==> config.mk <==
export PLATFORM = sky130hd
export DESIGN_NAME = UfiRamSubsystem
export DESIGN_NICKNAME = d
export VERILOG_FILES = /design/src/UsiPkg.sv /design/src/UfiPkg.sv /design/src/UfiReqIf.sv /design/src/UfiMemIf.sv /design/src/UsiBusDecoder.sv /design/src/MicroControllerCsr.sv /design/src/UfiArbiter.sv /design/src/UfiRam.sv /design/src/UfiRamSubsystem.sv
export SDC_FILE = /design/constraint.sdc
export NUM_CORES = 1
export LEC_CHECK = 0
export ABC_AREA = 0
export BUFFER_PORTS_ARGS = -buffer_cell sky130_fd_sc_hd__buf_4
export CAP_MARGIN = 20
export CORE_ASPECT_RATIO = 1.4
export CORE_MARGIN = 8
export CORE_UTILIZATION = 56
export DETAILED_ROUTE_END_ITERATION = 7
export PLACE_DENSITY = 0.72
export RECOVER_POWER = 50
export REMOVE_ABC_BUFFERS = 1
export SYNTH_ARGS = -nofsm -noshare
export SYNTH_HDL_FRONTEND = slang
export SYNTH_SLANG_ARGS = --single-unit
==> constraint.sdc <==
create_clock -name iSCLK -period 2.7 [get_ports iSCLK]
set_clock_uncertainty 0.15 [all_clocks]
set_input_delay 0.27 -clock iSCLK [delete_from_list [all_inputs] [get_ports iSCLK]]
set_output_delay 0.27 -clock iSCLK [all_outputs]
set_load 0.01 [all_outputs]
==> src/UsiPkg.sv <==
package UsiPkg;

	// --------------------------------------------------
	// Register bus geometry
	// --------------------------------------------------
	// Data and address share one width
	localparam int pUsiBusWidth    = 32;
	// Set for a write, clear for a read
	localparam int pUsiWrBit       = 30;
	// Block field sits right above the offset field
	localparam int pBlockAdrsWidth = 8;
	localparam int pCsrAdrsWidth   = 16;
	// Only the low offset bits are decoded
	localparam int pCsrActiveWidth = 8;

	// Block map
	localparam int pBlockCount    = 2;
	localparam int pBlockIdxWidth = $clog2(pBlockCount);
	localparam logic [pBlockAdrsWidth-1:0] pBlockMap0 = 8'h06;
	localparam logic [pBlockAdrsWidth-1:0] pBlockMap1 = 8'h07;

	// CSR offsets inside one block
	localparam logic [pCsrActiveWidth-1:0] pCsrRamWd   = 8'h00;
	localparam logic [pCsrActiveWidth-1:0] pCsrRamAdrs = 8'h04;
	localparam logic [pCsrActiveWidth-1:0] pCsrRamEn   = 8'h08;
	localparam logic [pCsrActiveWidth-1:0] pCsrStatus  = 8'h40;
	localparam logic [pCsrActiveWidth-1:0] pCsrRamRd   = 8'h44;
	localparam logic [pCsrActiveWidth-1:0] pCsrRamRdVd = 8'h48;

endpackage

==> src/UfiPkg.sv <==
package UfiPkg;

	// --------------------------------------------------
	// Memory side geometry
	// --------------------------------------------------
	// RAM word width
	localparam int pUfiDqBusWidth   = 16;
	// Full width of the software address register
	localparam int pUfiAdrsBusWidth = 32;

	// 64 words, only the low address bits reach the array
	localparam int pRamDepthLog2 = 6;
	localparam int pRamDepth     = 2 ** pRamDepthLog2;

	// --------------------------------------------------
	// Arbiter ports
	// --------------------------------------------------
	// One port per CSR block
	localparam int pReqCount    = UsiPkg::pBlockCount;
	localparam int pReqIdxWidth = $clog2(pReqCount);

endpackage

==> src/UfiReqIf.sv <==
interface UfiReqIf;

	// Request side, driven by the CSR block
	// Level, held until ack
	logic req;
	// 1 for write, 0 for read
	logic we;
	logic [UfiPkg::pUfiAdrsBusWidth-1:0] adrs;
	logic [UfiPkg::pUfiDqBusWidth-1:0] wd;

	// Response side, driven by the arbiter
	// One-cycle pulse, request taken into the slot
	logic ack;
	// Slot holds an ungranted request
	logic full;
	// Nothing pending and no read in flight
	logic emp;
	logic [UfiPkg::pUfiDqBusWidth-1:0] rd;
	// One-cycle pulse with the read word
	logic rdVd;

	modport csr
	(
		output req, we, adrs, wd,
		input ack, full, emp, rd, rdVd
	);

	modport arb
	(
		input req, we, adrs, wd,
		output ack, full, emp, rd, rdVd
	);

endinterface

==> src/UfiMemIf.sv <==
interface UfiMemIf;

	// Access strobe, one cycle per word
	logic en;
	logic we;
	// Full address, the RAM keeps only the low bits
	logic [UfiPkg::pUfiAdrsBusWidth-1:0] adrs;
	logic [UfiPkg::pUfiDqBusWidth-1:0] wd;

	// Read word and its pulse, one cycle after the strobe
	logic [UfiPkg::pUfiDqBusWidth-1:0] rd;
	logic rdVd;

	modport arb
	(
		output en, we, adrs, wd,
		input rd, rdVd
	);

	modport mem
	(
		input en, we, adrs, wd,
		output rd, rdVd
	);

endinterface

==> src/UsiBusDecoder.sv <==
module UsiBusDecoder
(
	input  logic iSCLK,
	input  logic iSRST,
	input  logic [UsiPkg::pUsiBusWidth-1:0] UsiAdrs,
	input  logic [UsiPkg::pBlockCount-1:0][UsiPkg::pUsiBusWidth-1:0] CsrRd,
	output logic [UsiPkg::pBlockCount-1:0] Sel,
	output logic [UsiPkg::pUsiBusWidth-1:0] UsiRd
);

	// Block field right above the offset
	logic [UsiPkg::pBlockAdrsWidth-1:0] wBlock;
	logic [UsiPkg::pBlockIdxWidth-1:0] wSelIdx;
	logic [UsiPkg::pBlockIdxWidth-1:0] rSelIdx;
	logic rSelVd;

	assign wBlock = UsiAdrs[UsiPkg::pCsrAdrsWidth +: UsiPkg::pBlockAdrsWidth];

	// One select per mapped block
	assign Sel[0] = (wBlock == UsiPkg::pBlockMap0);
	assign Sel[1] = (wBlock == UsiPkg::pBlockMap1);

	// Encode the hit into an index
	always_comb
	begin
		wSelIdx = '0;
		for (int i = 0; i < UsiPkg::pBlockCount; i++)
			if (Sel[i])
				wSelIdx = (UsiPkg::pBlockIdxWidth)'(i);
	end

	// Index registered in step with the CSR read data
	always_ff @(posedge iSCLK)
	begin
		if (iSRST)
			rSelVd <= 1'b0;
		else
			rSelVd <= |Sel;
		rSelIdx <= wSelIdx;
	end

	// Unmapped block reads as zero
	assign UsiRd = rSelVd ? CsrRd[rSelIdx] : '0;

	// Block map entries must stay distinct
	assert property (@(posedge iSCLK) disable iff (iSRST) $onehot0(Sel));

endmodule

==> src/MicroControllerCsr.sv <==
module MicroControllerCsr #(
	parameter logic [UsiPkg::pBlockAdrsWidth-1:0] pBlockMap = 8'h06
)(
	input  logic iSCLK,
	input  logic iSRST,
	input  logic Sel,
	input  logic [UsiPkg::pUsiBusWidth-1:0] UsiWd,
	input  logic [UsiPkg::pUsiBusWidth-1:0] UsiAdrs,
	output logic [UsiPkg::pUsiBusWidth-1:0] CsrRd,
	UfiReqIf.csr Ufi
);

	// --------------------------------------------------
	// Write decode
	// --------------------------------------------------
	logic [UsiPkg::pCsrActiveWidth-1:0] wOfs;
	logic wWr;
	logic wWrRamWd;
	logic wWrRamAdrs;
	logic wWrRamEn;
	logic wWrRamRdVd;
	// New command only with no request pending or in flight
	logic wIdle;
	logic wCmd;

	// Register file
	logic [UfiPkg::pUfiDqBusWidth-1:0] rRamWd;
	logic [UfiPkg::pUfiAdrsBusWidth-1:0] rRamAdrs;
	logic rRamEn;
	logic rReq;
	logic rFull;
	logic rEmp;
	logic [UfiPkg::pUfiDqBusWidth-1:0] rRamRd;
	logic rRamRdVd;

	assign wOfs = UsiAdrs[UsiPkg::pCsrActiveWidth-1:0];
	assign wWr  = Sel & UsiAdrs[UsiPkg::pUsiWrBit];

	assign wWrRamWd   = wWr & (wOfs == UsiPkg::pCsrRamWd);
	assign wWrRamAdrs = wWr & (wOfs == UsiPkg::pCsrRamAdrs);
	assign wWrRamEn   = wWr & (wOfs == UsiPkg::pCsrRamEn);
	assign wWrRamRdVd = wWr & (wOfs == UsiPkg::pCsrRamRdVd);

	assign wIdle = ~rReq & Ufi.emp;
	// Enable write while busy is dropped
	assign wCmd  = wWrRamEn & wIdle;

	// --------------------------------------------------
	// Register update
	// --------------------------------------------------
	always_ff @(posedge iSCLK)
	begin
		if (iSRST)
		begin
			rRamWd   <= '0;
			rRamAdrs <= '0;
			rRamEn   <= 1'b0;
			rReq     <= 1'b0;
			rFull    <= 1'b0;
			rEmp     <= 1'b1;
			rRamRd   <= '0;
			rRamRdVd <= 1'b0;
		end
		else
		begin
			// Data registers latch even while busy
			if (wWrRamWd)
				rRamWd <= UsiWd[UfiPkg::pUfiDqBusWidth-1:0];
			if (wWrRamAdrs)
				rRamAdrs <= UsiWd[UfiPkg::pUfiAdrsBusWidth-1:0];
			if (wCmd)
				rRamEn <= UsiWd[0];
			// Request drops with ack
			if (Ufi.ack)
				rReq <= 1'b0;
			else if (wCmd)
				rReq <= 1'b1;
			// Status snapshot
			rFull <= Ufi.full;
			rEmp  <= Ufi.emp;
			// Keep our own word, the RAM output is shared
			if (Ufi.rdVd)
				rRamRd <= Ufi.rd;
			// Sticky flag, a new word beats the clear
			if (Ufi.rdVd)
				rRamRdVd <= 1'b1;
			else if (wWrRamRdVd)
				rRamRdVd <= 1'b0;
		end
	end

	assign Ufi.req  = rReq;
	assign Ufi.we   = rRamEn;
	assign Ufi.adrs = rRamAdrs;
	assign Ufi.wd   = rRamWd;

	// --------------------------------------------------
	// Read path
	// --------------------------------------------------
	always_ff @(posedge iSCLK)
	begin
		case (wOfs)
			UsiPkg::pCsrRamWd:   CsrRd <= (UsiPkg::pUsiBusWidth)'(rRamWd);
			UsiPkg::pCsrRamAdrs: CsrRd <= (UsiPkg::pUsiBusWidth)'(rRamAdrs);
			UsiPkg::pCsrRamEn:   CsrRd <= (UsiPkg::pUsiBusWidth)'(rRamEn);
			// Empty at bit 4, full at bit 0
			UsiPkg::pCsrStatus:  CsrRd <= (UsiPkg::pUsiBusWidth)'({3'b000, rEmp, 3'b000, rFull});
			UsiPkg::pCsrRamRd:   CsrRd <= (UsiPkg::pUsiBusWidth)'(rRamRd);
			UsiPkg::pCsrRamRdVd: CsrRd <= (UsiPkg::pUsiBusWidth)'(rRamRdVd);
			default:             CsrRd <= '0;
		endcase
	end

	// Request is only withdrawn by the arbiter
	assert property (@(posedge iSCLK) disable iff (iSRST) $fell(rReq) |-> $past(Ufi.ack));

	// Decoder select agrees with this block's map entry
	assert property (@(posedge iSCLK) disable iff (iSRST)
		Sel |-> (UsiAdrs[UsiPkg::pCsrAdrsWidth +: UsiPkg::pBlockAdrsWidth] == pBlockMap));

endmodule

==> src/UfiArbiter.sv <==
module UfiArbiter
(
	input  logic iSCLK,
	input  logic iSRST,
	UfiReqIf.arb Req [UfiPkg::pReqCount],
	UfiMemIf.arb Mem
);

	// Port signals gathered into vectors
	logic [UfiPkg::pReqCount-1:0] wReq;
	logic [UfiPkg::pReqCount-1:0] wWe;
	logic [UfiPkg::pReqCount-1:0][UfiPkg::pUfiAdrsBusWidth-1:0] wAdrs;
	logic [UfiPkg::pReqCount-1:0][UfiPkg::pUfiDqBusWidth-1:0] wWd;
	logic [UfiPkg::pReqCount-1:0] wRdHit;
	logic [UfiPkg::pReqCount-1:0] wAccept;

	// One slot per port
	logic [UfiPkg::pReqCount-1:0] rSlotVd;
	logic [UfiPkg::pReqCount-1:0] rSlotWe;
	logic [UfiPkg::pReqCount-1:0][UfiPkg::pUfiAdrsBusWidth-1:0] rSlotAdrs;
	logic [UfiPkg::pReqCount-1:0][UfiPkg::pUfiDqBusWidth-1:0] rSlotWd;
	logic [UfiPkg::pReqCount-1:0] rAck;
	// Read granted with data not yet back
	logic [UfiPkg::pReqCount-1:0] rOut;

	// Grant and RAM command stage
	logic [UfiPkg::pReqCount-1:0] wGrant;
	logic [UfiPkg::pReqIdxWidth-1:0] wGntIdx;
	logic wGntVd;
	logic [UfiPkg::pReqIdxWidth-1:0] rLast;
	logic rMemEn;
	logic rMemWe;
	logic [UfiPkg::pUfiAdrsBusWidth-1:0] rMemAdrs;
	logic [UfiPkg::pUfiDqBusWidth-1:0] rMemWd;
	// Owner of the strobe and then of the returning word
	logic [UfiPkg::pReqIdxWidth-1:0] rOwner;
	logic [UfiPkg::pReqIdxWidth-1:0] rRdOwner;

	// --------------------------------------------------
	// Port wiring
	// --------------------------------------------------
	for (genvar i = 0; i < UfiPkg::pReqCount; i++)
	begin : gPort
		assign wReq[i]  = Req[i].req;
		assign wWe[i]   = Req[i].we;
		assign wAdrs[i] = Req[i].adrs;
		assign wWd[i]   = Req[i].wd;
		assign wRdHit[i] = Mem.rdVd & (rRdOwner == (UfiPkg::pReqIdxWidth)'(i));
		assign Req[i].ack  = rAck[i];
		assign Req[i].full = rSlotVd[i];
		assign Req[i].emp  = ~rSlotVd[i] & ~rOut[i];
		assign Req[i].rd   = Mem.rd;
		assign Req[i].rdVd = wRdHit[i];
	end

	assign wAccept = wReq & ~rSlotVd & ~rOut;

	// Round-robin search starting after the last winner
	always_comb
	begin
		int k;
		wGrant  = '0;
		wGntIdx = '0;
		wGntVd  = 1'b0;
		for (int off = 1; off <= UfiPkg::pReqCount; off++)
		begin
			k = int'(rLast) + off;
			if (k >= UfiPkg::pReqCount)
				k = k - UfiPkg::pReqCount;
			if (!wGntVd && rSlotVd[k])
			begin
				wGntVd    = 1'b1;
				wGntIdx   = (UfiPkg::pReqIdxWidth)'(k);
				wGrant[k] = 1'b1;
			end
		end
	end

	// --------------------------------------------------
	// Control state
	// --------------------------------------------------
	always_ff @(posedge iSCLK)
	begin
		if (iSRST)
		begin
			rSlotVd <= '0;
			rAck    <= '0;
			rOut    <= '0;
			rMemEn  <= 1'b0;
			rLast   <= '0;
		end
		else
		begin
			rAck   <= wAccept;
			rMemEn <= wGntVd;
			if (wGntVd)
				rLast <= wGntIdx;
			for (int i = 0; i < UfiPkg::pReqCount; i++)
			begin
				if (wAccept[i])
					rSlotVd[i] <= 1'b1;
				else if (wGrant[i])
					rSlotVd[i] <= 1'b0;
				if (wGrant[i] && !rSlotWe[i])
					rOut[i] <= 1'b1;
				else if (wRdHit[i])
					rOut[i] <= 1'b0;
			end
		end
	end

	// Slot payload and RAM command
	always_ff @(posedge iSCLK)
	begin
		for (int i = 0; i < UfiPkg::pReqCount; i++)
			if (wAccept[i])
			begin
				rSlotWe[i]   <= wWe[i];
				rSlotAdrs[i] <= wAdrs[i];
				rSlotWd[i]   <= wWd[i];
			end
		if (wGntVd)
		begin
			rMemWe   <= rSlotWe[wGntIdx];
			rMemAdrs <= rSlotAdrs[wGntIdx];
			rMemWd   <= rSlotWd[wGntIdx];
			rOwner   <= wGntIdx;
		end
		// RAM takes the read at this edge
		if (rMemEn && !rMemWe)
			rRdOwner <= rOwner;
	end

	assign Mem.en   = rMemEn;
	assign Mem.we   = rMemWe;
	assign Mem.adrs = rMemAdrs;
	assign Mem.wd   = rMemWd;

	// At most one winner per cycle
	assert property (@(posedge iSCLK) disable iff (iSRST) $onehot0(wGrant));

endmodule

==> src/UfiRam.sv <==
module UfiRam
(
	input  logic iSCLK,
	UfiMemIf.mem Mem
);

	// --------------------------------------------------
	// Storage
	// --------------------------------------------------
	logic [UfiPkg::pUfiDqBusWidth-1:0] rMem [UfiPkg::pRamDepth];
	logic [UfiPkg::pRamDepthLog2-1:0] wIdx;
	logic [UfiPkg::pUfiDqBusWidth-1:0] rRd;
	logic rRdVd;

	// Upper address bits are ignored
	assign wIdx = Mem.adrs[UfiPkg::pRamDepthLog2-1:0];

	// Single port, write or read per strobe
	always_ff @(posedge iSCLK)
	begin
		if (Mem.en && Mem.we)
			rMem[wIdx] <= Mem.wd;
		if (Mem.en && !Mem.we)
			rRd <= rMem[wIdx];
		// Pulse one cycle after a read strobe
		rRdVd <= Mem.en & ~Mem.we;
	end

	assign Mem.rd   = rRd;
	assign Mem.rdVd = rRdVd;

	// Address from the CSR register must be settled when strobed
	assert property (@(posedge iSCLK) Mem.en |-> !$isunknown(Mem.adrs));

endmodule

==> src/UfiRamSubsystem.sv <==
module UfiRamSubsystem
(
	input  logic iSCLK,
	input  logic iSRST,
	input  logic [UsiPkg::pUsiBusWidth-1:0] UsiWd,
	input  logic [UsiPkg::pUsiBusWidth-1:0] UsiAdrs,
	output logic [UsiPkg::pUsiBusWidth-1:0] UsiRd
);

	// --------------------------------------------------
	// Register bus side
	// --------------------------------------------------
	logic [UsiPkg::pBlockCount-1:0] wSel;
	logic [UsiPkg::pBlockCount-1:0][UsiPkg::pUsiBusWidth-1:0] wCsrRd;

	// One request link per CSR block
	UfiReqIf reqIf [UfiPkg::pReqCount] ();
	UfiMemIf memIf ();

	UsiBusDecoder decoder_i
	(
		.iSCLK(iSCLK), .iSRST(iSRST),
		.UsiAdrs(UsiAdrs), .CsrRd(wCsrRd),
		.Sel(wSel), .UsiRd(UsiRd)
	);

	// Blocks at 0x06 and 0x07
	MicroControllerCsr #(.pBlockMap(UsiPkg::pBlockMap0)) csr0_i
	(
		.iSCLK(iSCLK), .iSRST(iSRST), .Sel(wSel[0]),
		.UsiWd(UsiWd), .UsiAdrs(UsiAdrs),
		.CsrRd(wCsrRd[0]), .Ufi(reqIf[0])
	);

	MicroControllerCsr #(.pBlockMap(UsiPkg::pBlockMap1)) csr1_i
	(
		.iSCLK(iSCLK), .iSRST(iSRST), .Sel(wSel[1]),
		.UsiWd(UsiWd), .UsiAdrs(UsiAdrs),
		.CsrRd(wCsrRd[1]), .Ufi(reqIf[1])
	);

	// --------------------------------------------------
	// Memory side
	// --------------------------------------------------
	UfiArbiter arbiter_i (.iSCLK(iSCLK), .iSRST(iSRST), .Req(reqIf), .Mem(memIf));

	UfiRam ram_i (.iSCLK(iSCLK), .Mem(memIf));

endmodule

# --- Word-level counts from Yosys, hierarchy flattened ---
# Memory sizes are Yosys's and may differ from the RTL's. A register that Yosys moved wholly into a read port is not among the register bits.
# Cells that the tools add are included.
totals:
  register_bits: 284
  ram_bits: 1024
  input_bits: 66
  output_inout_bits: 32
  wordCells: 156
  n_memories: 1
op_classes:
  n_addsub: 4
  order_cmp: 8
  eq_ne: 7
  muxes: 44
  bitwise_logic: 32
  n_reduce_logical: 21
mem_list:
  columns: ["memory", "depth", "word_bits", "rd", "rd_clocked_by_memory_dff", "write_ports", "line", "source"]
  rows:
  - ["ram_i.rMem", 64, 16, 1, 1, 1, "UfiRam.sv:10", "logic [UfiPkg::pUfiDqBusWidth-1:0] rMem [UfiPkg::pRamDepth];"]
op_table:
  columns: ["operator", "count"]
  rows:
  - ["$pmux W32 S6", 2]
  - ["$mux W32", 5]
  - ["$ge A32 B1 Y1 const B", 2]
  - ["$ge A32 B3 Y1 const B", 2]
  - ["$lt A32 B3 Y1 const B", 2]
  - ["$sub A32 B3 Y32 const B", 2]
  - ["$mux W16", 2]
  - ["$mux W1", 29]
  - ["$eq A8 B3 Y1 const B", 3]
  - ["$eq A8 B7 Y1 const B", 3]
  - ["$and A1 B1 Y1", 19]
  - ["$mux W6", 2]
  - ["$reduce_bool A2 Y1", 6]
  - ["$eq A8 B4 Y1 const B", 1]
  - ["$logic_not A8 Y1", 1]
  - ["$not A1 Y1", 8]
  - ["$logic_and A1 B1 Y1", 7]
  - ["$reduce_or A2 Y1", 3]
  - ["$and A2 B2 Y2", 2]
  - ["$logic_not A1 Y1", 4]
  - ["$lt A1 B2 Y1 const B", 2]
  - ["$mux W2", 2]
  - ["$not A2 Y2", 2]
  - ["$add A1 B2 Y3 const B", 1]
  - ["3 further kinds", 4]

# --- Longest topological paths before layout ---
logic_depth:
  ltp_word: 12
  mapped_depth: 10
  depth_no_buf: 5

# --- By module ---
# From an unflattened synthesis, not the netlist that was laid out.
hier_totals:
  hier_cells: 3372
  area_unflattened_um2: 54148.2
by_module_without_submodules:
  columns: ["mod", "instances", "cells_per_inst", "area_per_inst_um2"]
  rows:
  - ["UfiRam", 1, 2273, 40028.4]
  - ["MicroControllerCsr", 2, 373, 3913.8]
  - ["UfiArbiter", 1, 273, 5647.9]
  - ["UsiBusDecoder", 1, 80, 644.4]

# --- Worst setup path before layout ---
# Ideal clock, no wire load.
synth_timing:
  path_type: "register -> register"
  from: "register arbiter_i.rMemAdrs, in the netlist arbiter_i.Mem.adrs[2]"
  to: "memory ram_i.rMem[12][0] (netlist name), enable pin"
  setup_time_ns: 0.388
  arrival_ns: 2.250
  required_time_ns: 2.162
  slack_ns: -0.088
  path_stages_with_launch: 9
  path_buffers: 4
  period_less_slack_ns: 2.788
  path_cell_list: "edfxtp_1 -> buf_2 -> buf_2 -> buf_2 -> inv_1 -> buf_2 -> nor2_1 -> nand2_1 -> nor2_1"
synth_lines:
  columns: ["item", "line", "source"]
  rows:
  - ["start, declared", "UfiArbiter.sv:33", "logic [UfiPkg::pUfiAdrsBusWidth-1:0] rMemAdrs;"]
  - ["start signal, assigned", "UfiArbiter.sv:125", "rMemAdrs <= rSlotAdrs[wGntIdx];"]
  - ["end, declared", "UfiRam.sv:10", null]
# Straight into the memory's write port.

==> qor.txt <==
root cell of the clock tree: clkbuf_16
Top FF cell, synth: edfxtp_1
Worst-Margin Slew: 1.83 ns
Pins Over Slew Limit: 819
final hold vios: 0
top cell family by delay on the critical path: buffers and inverters
CP Cell Sequence: buf_6, clkbuf_16, buf_4, nor2b_4, buf_4, buf_4, a22oi_2, o22ai_2, a22oi_1, nand4b_1
Syn Inst Count: 3033
Synth Area per Inst: 16.6 um2
Buf/Inv on CP: 5
cell mode on critical path: buf_4
Die Y: 371 um
Worst Setup End Kind: register
die area: 100000 um2
Reg2Reg Depth: 10
global-route wire length before repair: 192000 um
Hold Crit Start: UsiAdrs[5]
max cap viols: 13
area of the multi-input gates: 12000 um2
setup violators final: 51
drt drc: 0
Tightest Hold Check Type: input pin to register
Tmin final: 2.75 ns
placed cell count: 4351
Worst VDD drop: 525 uV
PD cells: 647 nW/um2
vias in the first global route: 30000
asr flop ratio synth: 0
clock latency on the worst-skew pair: 0.71 ns
r2r endpoint: ram_i.Mem.rd[14]
Hold Path Depth: 7
commonest non-fill, non-tap cells in the layout: edfxtp_1, buf_4, nand2_1
crit path DAT: 3.04 ns
Post-synth EDFFs: 1111
vias per inst: 6.39
clock sink count: 1324
GPL Wtd Cong: 0.962
area leader, netlist: edfxtp_1
HPWL after DPL: 80700 um
sequential share of the synthesized area: 0.746
Reg area: 37600 um2
FMAX: 0.363 GHz
Max-slew headroom: -0.222
Finished Layout Cells: 4653
core box area: 89500 um2
synthesized flop and latch total: 1324
final core occ: 0.665
Synth area leaders: edfxtp_1, dfxtp_1, mux4_2
Antenna Nets Post-Route: 0
clock slew at reported path FFs: 0.07 ns
grt total ovfl: 0
Final period util: 1.02
RSZ-0062 raised after global routing: yes
Tot Pwr: 38500 uW
drt wl/cell: 28.6 um
# H-tree levels: 3
Worst Hold Path EP: csr0_i.Ufi.adrs[15]
Max Fanout on Critical Path: 15
FF-to-FF Start: arbiter_i.Mem.adrs[1]
Mapped Area: 50400 um2
nets: 3429
CTS tree: done
num rows: 130
area grow syn2layout: 17.9%
Total GRT Usage: 0.256
P_leak: 0.0197 uW
post-synth top area share: 0.662
crit start category: register
initial drt markers: 3420
filler instances: 5773
CP Class: register to register
Critical Path Slowest Stage Cell: edfxtp_1
Critical Path Max Stage Delay: 0.46 ns
PnR worst setup slack: -0.0527 ns
failing checks: max-capacitance violations, max-slew violations, negative setup slack
fraction of layout instances using a drive strength above 1: 0.240
status: finished with violations
Pre-Repair DR Iteration Count: 7
CTS Buf Count: 116
Routed WL: 133000 um
CTS max path bufs: 3
Initial Utilization: 0.564
Port-buffer cells: 82
largest net degree at the start of global routing: 85
worst path required time: 2.98 ns
setup TNS: -0.786 ns
Die Width: 270 um
DR vias: 29800
Yosys warnings: 0
FF-to-FF setup slack: -0.05 ns
initial antenna violation count: 2
commonest non-fill, non-tap cell in the layout: edfxtp_1
synth unique cells: 66
io pins: 98
## flip-flops by register name, indices dropped and copies added (netlist names), 32 cells and up
signal,flops
arbiter_i.rSlotWd,32
csr0_i.CsrRd,32
csr0_i.Ufi.adrs,32
csr1_i.CsrRd,32
csr1_i.Ufi.adrs,32
ram_i.rMem,1024
## where the power goes
| part | leakage (uW) | switching (uW) | internal (uW) |
|---|---|---|---|
| Clock | 0.00183 | 7260 | 9230 |
| Combinational | 0.00595 | 91.5 | 97.7 |
| Sequential | 0.0119 | 0.272 | 21800 |
| Total | 0.0197 | 7350 | 31100 |
## per-layer routing
layer / track usage / wire length [um] / vias to the layer above
li1: - / - / 12700
met2: 0.441 / 67200 / 1616
met5: 0 / 0 / -
met3: 0.0418 / 10100 / 383
met1: 0.297 / 46700 / 15100
met4: 0.169 / 8920 / 0
## area by class of cell
type | count | area share
Timing Repair Buffer | 421 | 0.0743
Inverter | 38 | 0.00240
Sequential cell | 1324 | 0.633
Clock buffer | 146 | 0.0525
Antenna cell | 2 | 0.0000842
Clock inverter | 72 | 0.0110
Multi-Input combinational cell | 1462 | 0.202
Tap cell | 1188 | 0.0250
## per-stage QoR
stage,hold slack (ns),setup WS [ns],cell area (um2)
after global placement,0.229,-0.118,54500
after detailed placement,0.237,-0.124,54500
final,0.0391,-0.0527,59500
after floorplan,0.189,-9.06,49400
after CTS,0.0151,0.00181,58900
after global routing,0.0539,-0.152,59500
## worst register-to-register path, stage by stage, from the launching register on
cell	delay (ns)
edfxtp_1	0.46
buf_6	0.16
clkbuf_16	0.16
buf_4	0.18
nor2b_4	0.17
buf_4	0.22
buf_4	0.21
a22oi_2	0.24
o22ai_2	0.15
a22oi_1	0.24
nand4b_1	0.13
## what timing repair did
| item | 4_1_cts | 5_1_grt |
|---|---|---|
| hold endpoints to repair | 124 | 0 |
| buffers inserted | 3 | 20 |
| hold buffers | 54 | 0 |
| gates cloned | 0 | 5 |
| gates resized for setup | 17 | 61 |
| endpoints found under the setup margin | 73 | 404 |
| pin swaps | 0 | 10 |
## how the worst max path moves through the flow
stage	from	to	slack [ns]	cells after the start
floorplan	arbiter_i.Mem.adrs[2]	ram_i.Mem.rd[1]	-9.06	5
global placement	arbiter_i.Mem.adrs[1]	ram_i.Mem.rd[10]	-0.12	7
detailed placement	arbiter_i.Mem.adrs[1]	ram_i.Mem.rd[10]	-0.12	7
CTS	arbiter_i.Mem.adrs[1]	ram_i.rMem[62][3]	0.002	7
global route	arbiter_i.Mem.adrs[2]	ram_i.Mem.rd[14]	-0.15	8
finish	arbiter_i.Mem.adrs[1]	ram_i.Mem.rd[14]	-0.05	10
## synth_stat cells (9+ instances only)
cell,instances
a22oi_1,113
and3_1,14
a221oi_1,121
o21ai_0,17
nor2b_1,40
inv_1,36
nand2b_1,13
nor2_1,129
dfxtp_1,213
mux4_1,18
and2_1,39
nand3_1,24
edfxtp_1,1111
buf_1,18
mux4_2,82
and3b_1,13
a222oi_1,28
a21oi_1,121
clkbuf_1,105
buf_4,11
a31oi_1,11
o22ai_1,61
a32oi_1,9
mux2_2,138
buf_2,64
nand2_1,246
mux2i_1,121
## kinds of logic after synthesis
kind of cell,synth area share
DFF,0.746
muxes,0.101
AOI/OAI and AO/OA,0.0769
and+or+nand+nor,0.0528
buffers and inverters,0.0228
Power figures use the tool's default switching activity.
